<file path="src/design/revoker_pkg.sv">
// Revoker shared types: bus and sweep vector types plus register word indices
package revoker_pkg;

  // ====================
  // Vector types
  // ====================
  typedef logic [31:0] addr_t;
  typedef logic [31:0] data_t;
  // Word index taken from address bits 7:2
  typedef logic [5:0]  reg_idx_t;
  typedef logic [30:0] epoch_t;
  typedef logic [7:0]  dbg_byte_t;
  // Sized for the deepest supported FIFO (16 entries)
  typedef logic [4:0]  fifo_level_t;

  // ====================
  // Register map
  // ====================
  localparam reg_idx_t REG_START     = 6'h00;
  localparam reg_idx_t REG_END       = 6'h01;
  localparam reg_idx_t REG_GO        = 6'h02;
  localparam reg_idx_t REG_STATUS    = 6'h03;
  localparam reg_idx_t REG_INTR_STAT = 6'h04;
  localparam reg_idx_t REG_INTR_EN   = 6'h05;
  localparam reg_idx_t REG_DBG_DATA  = 6'h10;
  localparam reg_idx_t REG_DBG_STAT  = 6'h11;

  // Returned on reads of the go register
  localparam data_t REG_ID_VALUE = 32'h5500_0000;

endpackage

</file>
<file path="src/design/sweep_ctrl_if.sv">
// Sweep control bundle: range and go from registers, busy back from the sweeper
`timescale 1ns/1ps

interface sweep_ctrl_if;
  revoker_pkg::addr_t start_addr;
  revoker_pkg::addr_t end_addr;
  // One-cycle pulse, honoured only while busy is low
  logic               go;
  logic               busy;

  // Register side
  modport ctrl (output start_addr, output end_addr, output go, input busy);

  // Sweeper side
  modport eng (input start_addr, input end_addr, input go, output busy);

endinterface

</file>
<file path="src/design/dbg_fifo_if.sv">
// Debug FIFO access bundle between the register window and the byte store
`timescale 1ns/1ps

interface dbg_fifo_if;
  logic                     push;
  logic                     pop;
  revoker_pkg::dbg_byte_t   wdata;
  // Head byte, valid without a pop
  revoker_pkg::dbg_byte_t   rdata;
  logic                     empty;
  logic                     full;
  revoker_pkg::fifo_level_t level;

  modport host (output push, output pop, output wdata,
                input rdata, input empty, input full, input level);

  modport store (input push, input pop, input wdata,
                 output rdata, output empty, output full, output level);

endinterface

</file>
<file path="src/design/revoker_mmreg.sv">
// Revoker register block: sweep range, go, epoch, interrupt and debug FIFO window
`timescale 1ns/1ps

module revoker_mmreg (
  input  logic               clk_i,
  input  logic               rstn_i,
  input  logic               reg_en_i,
  input  logic               reg_we_i,
  input  revoker_pkg::addr_t reg_addr_i,
  input  revoker_pkg::data_t reg_wdata_i,
  output revoker_pkg::data_t reg_rdata_o,
  output logic               reg_ready_o,
  output logic               intr_o,
  sweep_ctrl_if.ctrl         sweep,
  dbg_fifo_if.host           dbg
);

  // ====================
  // Decode
  // ====================
  revoker_pkg::reg_idx_t idx;
  logic                  wr_op;
  logic                  rd_op;

  revoker_pkg::addr_t    start_q;
  revoker_pkg::addr_t    end_q;
  logic                  go_q;
  logic                  busy_q;
  logic                  sweep_done;
  revoker_pkg::epoch_t   epoch_q;
  logic                  intr_stat_q;
  logic                  intr_en_q;

  assign idx   = reg_addr_i[7:2];
  assign wr_op = reg_en_i & reg_we_i;
  assign rd_op = reg_en_i & ~reg_we_i;

  // No error responses, every access completes at once
  assign reg_ready_o = 1'b1;

  assign sweep.start_addr = start_q;
  assign sweep.end_addr   = end_q;
  assign sweep.go         = go_q;

  // Falling edge of busy marks a completed sweep
  assign sweep_done = busy_q & ~sweep.busy;

  assign intr_o = intr_stat_q & intr_en_q;

  // FIFO window accesses
  assign dbg.push  = wr_op && (idx == revoker_pkg::REG_DBG_DATA);
  assign dbg.pop   = rd_op && (idx == revoker_pkg::REG_DBG_DATA);
  assign dbg.wdata = reg_wdata_i[7:0];

  // ====================
  // Write side
  // ====================
  always_ff @(posedge clk_i or negedge rstn_i) begin
    if (!rstn_i) begin
      start_q     <= '0;
      end_q       <= '0;
      go_q        <= 1'b0;
      busy_q      <= 1'b0;
      epoch_q     <= '0;
      intr_stat_q <= 1'b0;
      intr_en_q   <= 1'b0;
    end else begin
      if (wr_op) begin
        case (idx)
          revoker_pkg::REG_START:   start_q   <= reg_wdata_i;
          revoker_pkg::REG_END:     end_q     <= reg_wdata_i;
          revoker_pkg::REG_INTR_EN: intr_en_q <= reg_wdata_i[0];
          default: ;
        endcase
      end

      // Go is a single-cycle pulse after the write
      go_q   <= wr_op && (idx == revoker_pkg::REG_GO);
      busy_q <= sweep.busy;

      if (sweep_done) begin
        epoch_q <= epoch_q + 1'b1;
      end

      // Set on sweep end, auto clear when enabled, write clears when polled
      if (sweep_done) begin
        intr_stat_q <= 1'b1;
      end else if (intr_en_q || (wr_op && (idx == revoker_pkg::REG_INTR_STAT))) begin
        intr_stat_q <= 1'b0;
      end
    end
  end

  // ====================
  // Read side
  // ====================
  always_ff @(posedge clk_i or negedge rstn_i) begin
    if (!rstn_i) begin
      reg_rdata_o <= '0;
    end else if (rd_op) begin
      case (idx)
        revoker_pkg::REG_START:     reg_rdata_o <= start_q;
        revoker_pkg::REG_END:       reg_rdata_o <= end_q;
        revoker_pkg::REG_GO:        reg_rdata_o <= revoker_pkg::REG_ID_VALUE;
        revoker_pkg::REG_STATUS:    reg_rdata_o <= {epoch_q, sweep.busy};
        // Polled status only visible with interrupts off
        revoker_pkg::REG_INTR_STAT: reg_rdata_o <= {31'h0, ~intr_en_q & intr_stat_q};
        revoker_pkg::REG_INTR_EN:   reg_rdata_o <= {31'h0, intr_en_q};
        revoker_pkg::REG_DBG_DATA:  reg_rdata_o <= {23'h0, dbg.empty, dbg.rdata};
        revoker_pkg::REG_DBG_STAT:  reg_rdata_o <= {22'h0, dbg.full, dbg.empty, 3'h0, dbg.level};
        default:                    reg_rdata_o <= '0;
      endcase
    end
  end

endmodule

</file>
<file path="src/design/dbg_fifo.sv">
// Debug printf FIFO: byte store with extended pointers and fill level
`timescale 1ns/1ps

module dbg_fifo #(
  parameter int unsigned FIFO_DEPTH_LOG2 = 4
) (
  input  logic      clk_i,
  input  logic      rstn_i,
  dbg_fifo_if.store fifo
);

  localparam int unsigned DEPTH = 1 << FIFO_DEPTH_LOG2;

  // One extra bit tells full apart from empty
  logic [FIFO_DEPTH_LOG2:0]   wr_ptr_q;
  logic [FIFO_DEPTH_LOG2:0]   rd_ptr_q;
  logic [FIFO_DEPTH_LOG2:0]   fill;
  logic                       do_push;
  logic                       do_pop;
  revoker_pkg::dbg_byte_t     mem [DEPTH];

  assign fill = wr_ptr_q - rd_ptr_q;

  assign fifo.level = revoker_pkg::fifo_level_t'(fill);
  assign fifo.empty = (fill == '0);
  // Level never exceeds DEPTH, so its top bit alone means full
  assign fifo.full  = fill[FIFO_DEPTH_LOG2];

  // Drop pushes when full, ignore pops when empty
  assign do_push = fifo.push & ~fifo.full;
  assign do_pop  = fifo.pop & ~fifo.empty;

  // Head byte reads as zero while nothing is stored
  assign fifo.rdata = fifo.empty ? '0 : mem[rd_ptr_q[FIFO_DEPTH_LOG2-1:0]];

  always_ff @(posedge clk_i or negedge rstn_i) begin
    if (!rstn_i) begin
      wr_ptr_q <= '0;
      rd_ptr_q <= '0;
    end else begin
      if (do_push) begin
        wr_ptr_q <= wr_ptr_q + 1'b1;
      end
      if (do_pop) begin
        rd_ptr_q <= rd_ptr_q + 1'b1;
      end
    end
  end

  // Storage array
  always_ff @(posedge clk_i) begin
    if (do_push) begin
      mem[wr_ptr_q[FIFO_DEPTH_LOG2-1:0]] <= fifo.wdata;
    end
  end

endmodule

</file>
<file path="src/design/revoke_sweeper.sv">
// Revocation sweeper: walks granule addresses over a range and emits scan strobes
`timescale 1ns/1ps

module revoke_sweeper #(
  parameter int unsigned GRANULE_BYTES = 8
) (
  input  logic               clk_i,
  input  logic               rstn_i,
  input  logic               scan_hold_i,
  output revoker_pkg::addr_t scan_addr_o,
  output logic               scan_strobe_o,
  sweep_ctrl_if.eng          ctrl
);

  typedef enum logic [1:0] {IDLE, SCAN, FINISH} state_t;

  localparam revoker_pkg::addr_t ALIGN_MASK = ~revoker_pkg::addr_t'(GRANULE_BYTES - 1);

  state_t             state_q;
  state_t             state_d;
  revoker_pkg::addr_t cur_addr_q;
  revoker_pkg::addr_t cur_addr_d;
  revoker_pkg::addr_t end_addr_q;
  revoker_pkg::addr_t end_addr_d;
  revoker_pkg::addr_t start_aligned;
  logic [32:0]        next_addr;
  logic               last_step;

  assign start_aligned = ctrl.start_addr & ALIGN_MASK;

  // Carry bit catches a step that wraps past the top of memory
  assign next_addr = {1'b0, cur_addr_q} + 33'(GRANULE_BYTES);
  assign last_step = next_addr > {1'b0, end_addr_q};

  // ====================
  // Next state
  // ====================
  always_comb begin
    state_d    = state_q;
    cur_addr_d = cur_addr_q;
    end_addr_d = end_addr_q;
    case (state_q)
      IDLE: begin
        if (ctrl.go) begin
          cur_addr_d = start_aligned;
          end_addr_d = ctrl.end_addr;
          // Empty range still shows busy for one cycle
          state_d    = (start_aligned > ctrl.end_addr) ? FINISH : SCAN;
        end
      end
      SCAN: begin
        if (!scan_hold_i) begin
          if (last_step) begin
            state_d = IDLE;
          end else begin
            cur_addr_d = next_addr[31:0];
          end
        end
      end
      FINISH:  state_d = IDLE;
      default: state_d = IDLE;
    endcase
  end

  always_ff @(posedge clk_i or negedge rstn_i) begin
    if (!rstn_i) begin
      state_q    <= IDLE;
      cur_addr_q <= '0;
      end_addr_q <= '0;
    end else begin
      state_q    <= state_d;
      cur_addr_q <= cur_addr_d;
      end_addr_q <= end_addr_d;
    end
  end

  // Outputs
  assign ctrl.busy     = (state_q != IDLE);
  assign scan_strobe_o = (state_q == SCAN) & ~scan_hold_i;
  assign scan_addr_o   = cur_addr_q;

endmodule

</file>
<file path="src/design/revoker_top.sv">
// Revoker subsystem top: register block, sweeper engine and debug FIFO
`timescale 1ns/1ps

module revoker_top #(
  parameter int unsigned GRANULE_BYTES   = 8,
  parameter int unsigned FIFO_DEPTH_LOG2 = 4
) (
  input  logic               clk_i,
  input  logic               rstn_i,
  // Register bus
  input  logic               reg_en_i,
  input  logic               reg_we_i,
  input  revoker_pkg::addr_t reg_addr_i,
  input  revoker_pkg::data_t reg_wdata_i,
  output revoker_pkg::data_t reg_rdata_o,
  output logic               reg_ready_o,
  // Scan port
  input  logic               scan_hold_i,
  output revoker_pkg::addr_t scan_addr_o,
  output logic               scan_strobe_o,
  output logic               intr_o
);

  sweep_ctrl_if sweep_ctrl_bus ();
  dbg_fifo_if   dbg_bus ();

  revoker_mmreg revoker_mmreg_inst (
    .clk_i       (clk_i),
    .rstn_i      (rstn_i),
    .reg_en_i    (reg_en_i),
    .reg_we_i    (reg_we_i),
    .reg_addr_i  (reg_addr_i),
    .reg_wdata_i (reg_wdata_i),
    .reg_rdata_o (reg_rdata_o),
    .reg_ready_o (reg_ready_o),
    .intr_o      (intr_o),
    .sweep       (sweep_ctrl_bus.ctrl),
    .dbg         (dbg_bus.host)
  );

  dbg_fifo #(
    .FIFO_DEPTH_LOG2 (FIFO_DEPTH_LOG2)
  ) dbg_fifo_inst (
    .clk_i  (clk_i),
    .rstn_i (rstn_i),
    .fifo   (dbg_bus.store)
  );

  revoke_sweeper #(
    .GRANULE_BYTES (GRANULE_BYTES)
  ) revoke_sweeper_inst (
    .clk_i         (clk_i),
    .rstn_i        (rstn_i),
    .scan_hold_i   (scan_hold_i),
    .scan_addr_o   (scan_addr_o),
    .scan_strobe_o (scan_strobe_o),
    .ctrl          (sweep_ctrl_bus.eng)
  );

endmodule

</file>
<file path="config.mk">
export PLATFORM = sky130hd
export DESIGN_NAME = revoker_top
export DESIGN_NICKNAME = d
export VERILOG_FILES = /design/src/design/revoker_pkg.sv /design/src/design/sweep_ctrl_if.sv /design/src/design/dbg_fifo_if.sv /design/src/design/revoker_mmreg.sv /design/src/design/dbg_fifo.sv /design/src/design/revoke_sweeper.sv /design/src/design/revoker_top.sv
export SDC_FILE = /design/constraint.sdc
export NUM_CORES = 1
export LEC_CHECK = 0
export BUFFER_PORTS_ARGS = -buffer_cell sky130_fd_sc_hd__buf_4
export CORE_MARGIN = 5
export CORE_UTILIZATION = 55
export DETAILED_ROUTE_END_ITERATION = 10
export PLACE_DENSITY = 0.74
export SYNTH_ARGS = -nofsm -noshare
export SYNTH_HDL_FRONTEND = slang
export SYNTH_SLANG_ARGS = --single-unit
</file>
<file path="constraint.sdc">
create_clock -name clk_i -period 5.03 [get_ports clk_i]
set_input_delay 0.2515 -clock clk_i [delete_from_list [all_inputs] [get_ports clk_i]]
set_output_delay 0.2515 -clock clk_i [all_outputs]
set_load 0.02 [all_outputs]
</file>
==> key figures <==
Place
  – Post-DP HPWL: ~28000 µm
  – Gpl congestion: 0.881
  – Dpl cells: 1834
  – IO Port Bufs: about 110

Floorplan
  – Std cell rows: between 60 and 70
  – Die area: roughly 33000 µm²
  – Die width: roughly 180 µm
  – Die H: 182 µm
  – Core Footprint: ~29000 µm²
  – Initial Util: 0.553
  – Ports: 136

Clock network
  – Insertion delay to the later sink of the worst-skew pair: 520 ps
  – Num CTS Buffers: 37
  – Clk root buf: clkbuf_16
  – # Post-CTS Setup Buffers: 0
  – TritonCTS clock tree: yes
  – Max H-tree Level: 2
  – CTS clk-pin slew, worst paths: 60 ps
  – CTS max path bufs: 3
  – Sinks on Clock Net: 332

Cells and area
  – Share of cells above drive strength 1: 0.193
  – Nets: 1647
  – Post-Layout Cell Count: between 1500 and 2000
  – Ant diodes: 0
  – Synth-to-layout area growth: 15.9%

Synth
  – Largest family of logic cells by synthesized area: simple AND/OR/NAND/NOR gates
  – Post-synth top area cell: dfrtp_1
  – Total number of yosys warnings: 0
  – Post-synthesis mux area share: 0.0838
  – Top post-synthesis cells by area: dfrtp_1 31%, edfxtp_1 24%, mux4_2 5.7%
  – #FFs+latches synth: between 300 and 400
  – Synth Flop Type: dfrtp_1
  – Post-synthesis sequential area ratio: 0.549
  – Top post-synthesis cells by count: 204 x dfrtp_1, 184 x nand2_1, 128 x edfxtp_1, 115 x o21ai_0, 76 x inv_1
  – Synth Instances: roughly 1400
  – Synth Area in Simple Gates: 0.128
  – Post-synth top area share: 0.313
  – Post-Synth XOR/XNOR Area: 0.0371
  – EDFF count, synth: between 100 and 150
  – FFs w/ async S/R, synth: 0.614
  – Top-count cell post-synth: dfrtp_1
  – Yosys cell types: 75
  – Synthesized area: 16300 µm²
  – Syn_area_per_cell: approximately 12 µm²
  – Post-Synth Adder-Cell Area: 0.0542
  – Compound-gate portion of the synthesized area: 0.108

Worst setup path
  – Startpoint Class: flip-flop
  – Worst EP required: about 5400 ps
  – Crit path DAT: 5050 ps
  – CP Max Fanout: 25
  – Crit Path Class: flip-flop to flip-flop
  – Crit path capture type: flip-flop

Timing
  – Final Setup Violations: 0
  – Max-slew violations: 0
  – Tcrit/Tclk final: 0.925
  – Normalized max-slew margin: 0.267
  – FMAX: between 0.2 and 0.25 GHz
  – Tmin final: 4650 ps
  – Clk_skew: 12.5 ps
  – Worst-Margin Slew: approximately 1100 ps
  – Setup TNS: 0 ps
  – Final hold vios: 0
  – RSZ-0062 raised after global routing: no
  – Fin Hold WS: 38.5 ps

Power
  – Switching share of power: 0.274
  – Power share of the clock group: 0.385
  – Pwr/cell area: 368 nW/µm²
  – Reg power frac: 0.454
  – Switching power: approximately 1.9 mW
  – Worst IR drop on VDD: roughly 0.35 mV
  – Combinational share of power: 0.161
  – Static Leak: 8.02 nW
  – Internal power: 5.05 mW

Route
  – 1st-iter DRT viols: around 1100
  – Via Count: between 10000 and 15000
  – Routed vias/inst: ~6
  – Wire per inst: 20.9 µm
  – Drc violations: 0
  – Remaining antenna violation count: 0
  – Drt first pass iters: 5
  – Post-Route WL: between 40000 and 50000 µm

Global route
  – Largest net degree at the start of global routing: 112
  – Gr usage total: 0.243
  – Vias in the first global route: between 10000 and 15000
  – First-pass GRT wire length: between 60000 and 70000 µm
  – GRT overflow: 0
  – Initial antenna violation count: 0

Hold path
  – Min-delay worst type: input port to flip-flop

Job
  – Max capacitance violation total: 0

Outcome
  – Status: finished clean
## flip-flops by register name (all words and copies together), names as in the netlist
signal                               cells
revoker_mmreg_inst.reg_rdata_o          32
revoke_sweeper_inst.state_q              2
dbg_fifo_inst.rd_ptr_q                   5
revoker_mmreg_inst.sweep.end_addr       32
revoker_mmreg_inst.sweep.go              1
revoker_mmreg_inst.busy_q                1
revoke_sweeper_inst.end_addr_q          32
revoker_mmreg_inst.intr_stat_q           1
revoke_sweeper_inst.scan_addr_o         29
dbg_fifo_inst.mem                      128
revoker_mmreg_inst.epoch_q              31
revoker_mmreg_inst.intr_en_q             1
dbg_fifo_inst.wr_ptr_q                   5
revoker_mmreg_inst.sweep.start_addr     32
## power groups by stage
stage	clock (mW)	combinational, mW	sequential (mW)
finish	2.68	1.12	3.16
global route	2.84	1.25	3.17
CTS	2.72	1.12	3.15
detailed placement	0	1.09	3.20
global placement	0	1.06	3.20
floorplan	0	0.706	3.19
## cells by family (layout without fill, tap and decap cells)
family,after synthesis,count (layout)
multiplexers,80,80
AO/OA/AOI/OAI,269,269
adder cells (fa/ha/maj),70,70
XOR/XNOR,69,69
AND/OR/NAND/NOR,419,419
other,2,4
flip-flops,332,332
buffers and inverters,151,294
## final cells by class
type	instances	area (µm²)
Clock buffer	49	1020
Clock inverter	19	196
Fill cell	2258	10600
Inverter	77	289
Multi-Input combinational cell	911	6740
Sequential cell	332	8950
Tap cell	390	488
Timing Repair Buffer	149	1200
## path summary, 6_finish.rpt
check,cells after the start,to,start,slack [ps]
setup / recovery,15,revoke_sweeper_inst.scan_addr_o[3]$_DFFE_PN0P_,revoke_sweeper_inst.scan_addr_o[3]$_DFFE_PN0P_,380
max in group asynchronous,3,dbg_fifo_inst.rd_ptr_q[0]$_DFFE_PN0P_,rstn_i,3380
hold reg to reg,1,revoker_mmreg_inst.epoch_q[30]$_DFFE_PN0P_,revoker_mmreg_inst.epoch_q[30]$_DFFE_PN0P_,470
setup reg to reg,15,revoke_sweeper_inst.scan_addr_o[3]$_DFFE_PN0P_,revoke_sweeper_inst.scan_addr_o[3]$_DFFE_PN0P_,380
hold / removal,3,revoke_sweeper_inst.state_q[0]$_DFFE_PN0P_,scan_hold_i,40
min in group asynchronous,2,revoke_sweeper_inst.scan_addr_o[20]$_DFFE_PN0P_,rstn_i,400
## cell usage in the layout, fill, tap and decap left out, types with 9 or more instances in the layout
master / count
a21oi_1: 42
mux2_2: 37
xor2_1: 26
mux4_2: 41
nor2_1: 62
o21ai_0: 115
a211oi_1: 16
buf_4: 122
a22o_1: 26
dfrtp_1: 203
nor3_1: 13
dlygate4sd3_1: 25
nand4_1: 22
ha_1: 69
a221o_1: 12
a21o_1: 13
inv_1: 76
and3_1: 24
clkbuf_16: 37
edfxtp_1: 128
nand2_1: 184
nand3_1: 37
xnor2_1: 43
clkinv_2: 9
nor4_1: 12
## through the flow
stage / instance area (µm²) / utilization / setup WS, ps / total power [mW]
after floorplan: 16300 / - / 1290 / 3.89
after global placement: 17400 / 0.591 / 658 / 4.26
after detailed placement: 17400 / 0.591 / 536 / 4.30
after CTS: 18900 / 0.640 / 513 / 6.99
after global routing: 18900 / 0.640 / 134 / 7.26
final: 18900 / 0.640 / 379 / 6.96
## critical path, stage by stage, from the launching register on
cell,delay [ps]
dfrtp_1,470
ha_1,290
nand3_1,150
nor2_1,360
and3_1,420
and3_1,220
xor2_1,90
ha_1,310
nand4_1,110
nor4_1,640
nand4b_1,150
o21ai_0,240
a31o_1,460
buf_12,240
a211oi_1,80
a221o_1,290
## repair_timing
action / CTS / global route
endpoints found under the hold margin: 155 / 0
resized for setup: 0 / 0
hold buffers: 25 / 0
## layer usage
metal / vias to the layer above / wire length [µm] / share of wire / GRT usage
li1: 5285 / - / - / -
met1: 5693 / 16000 / 0.40 / 0.309
met2: 383 / 20300 / 0.51 / 0.418
met3: 119 / 1780 / 0.044 / 0.0263
met4: 0 / 2100 / 0.052 / 0.115
met5: - / 0 / 0 / 0
(Power assumes the default switching activity.)
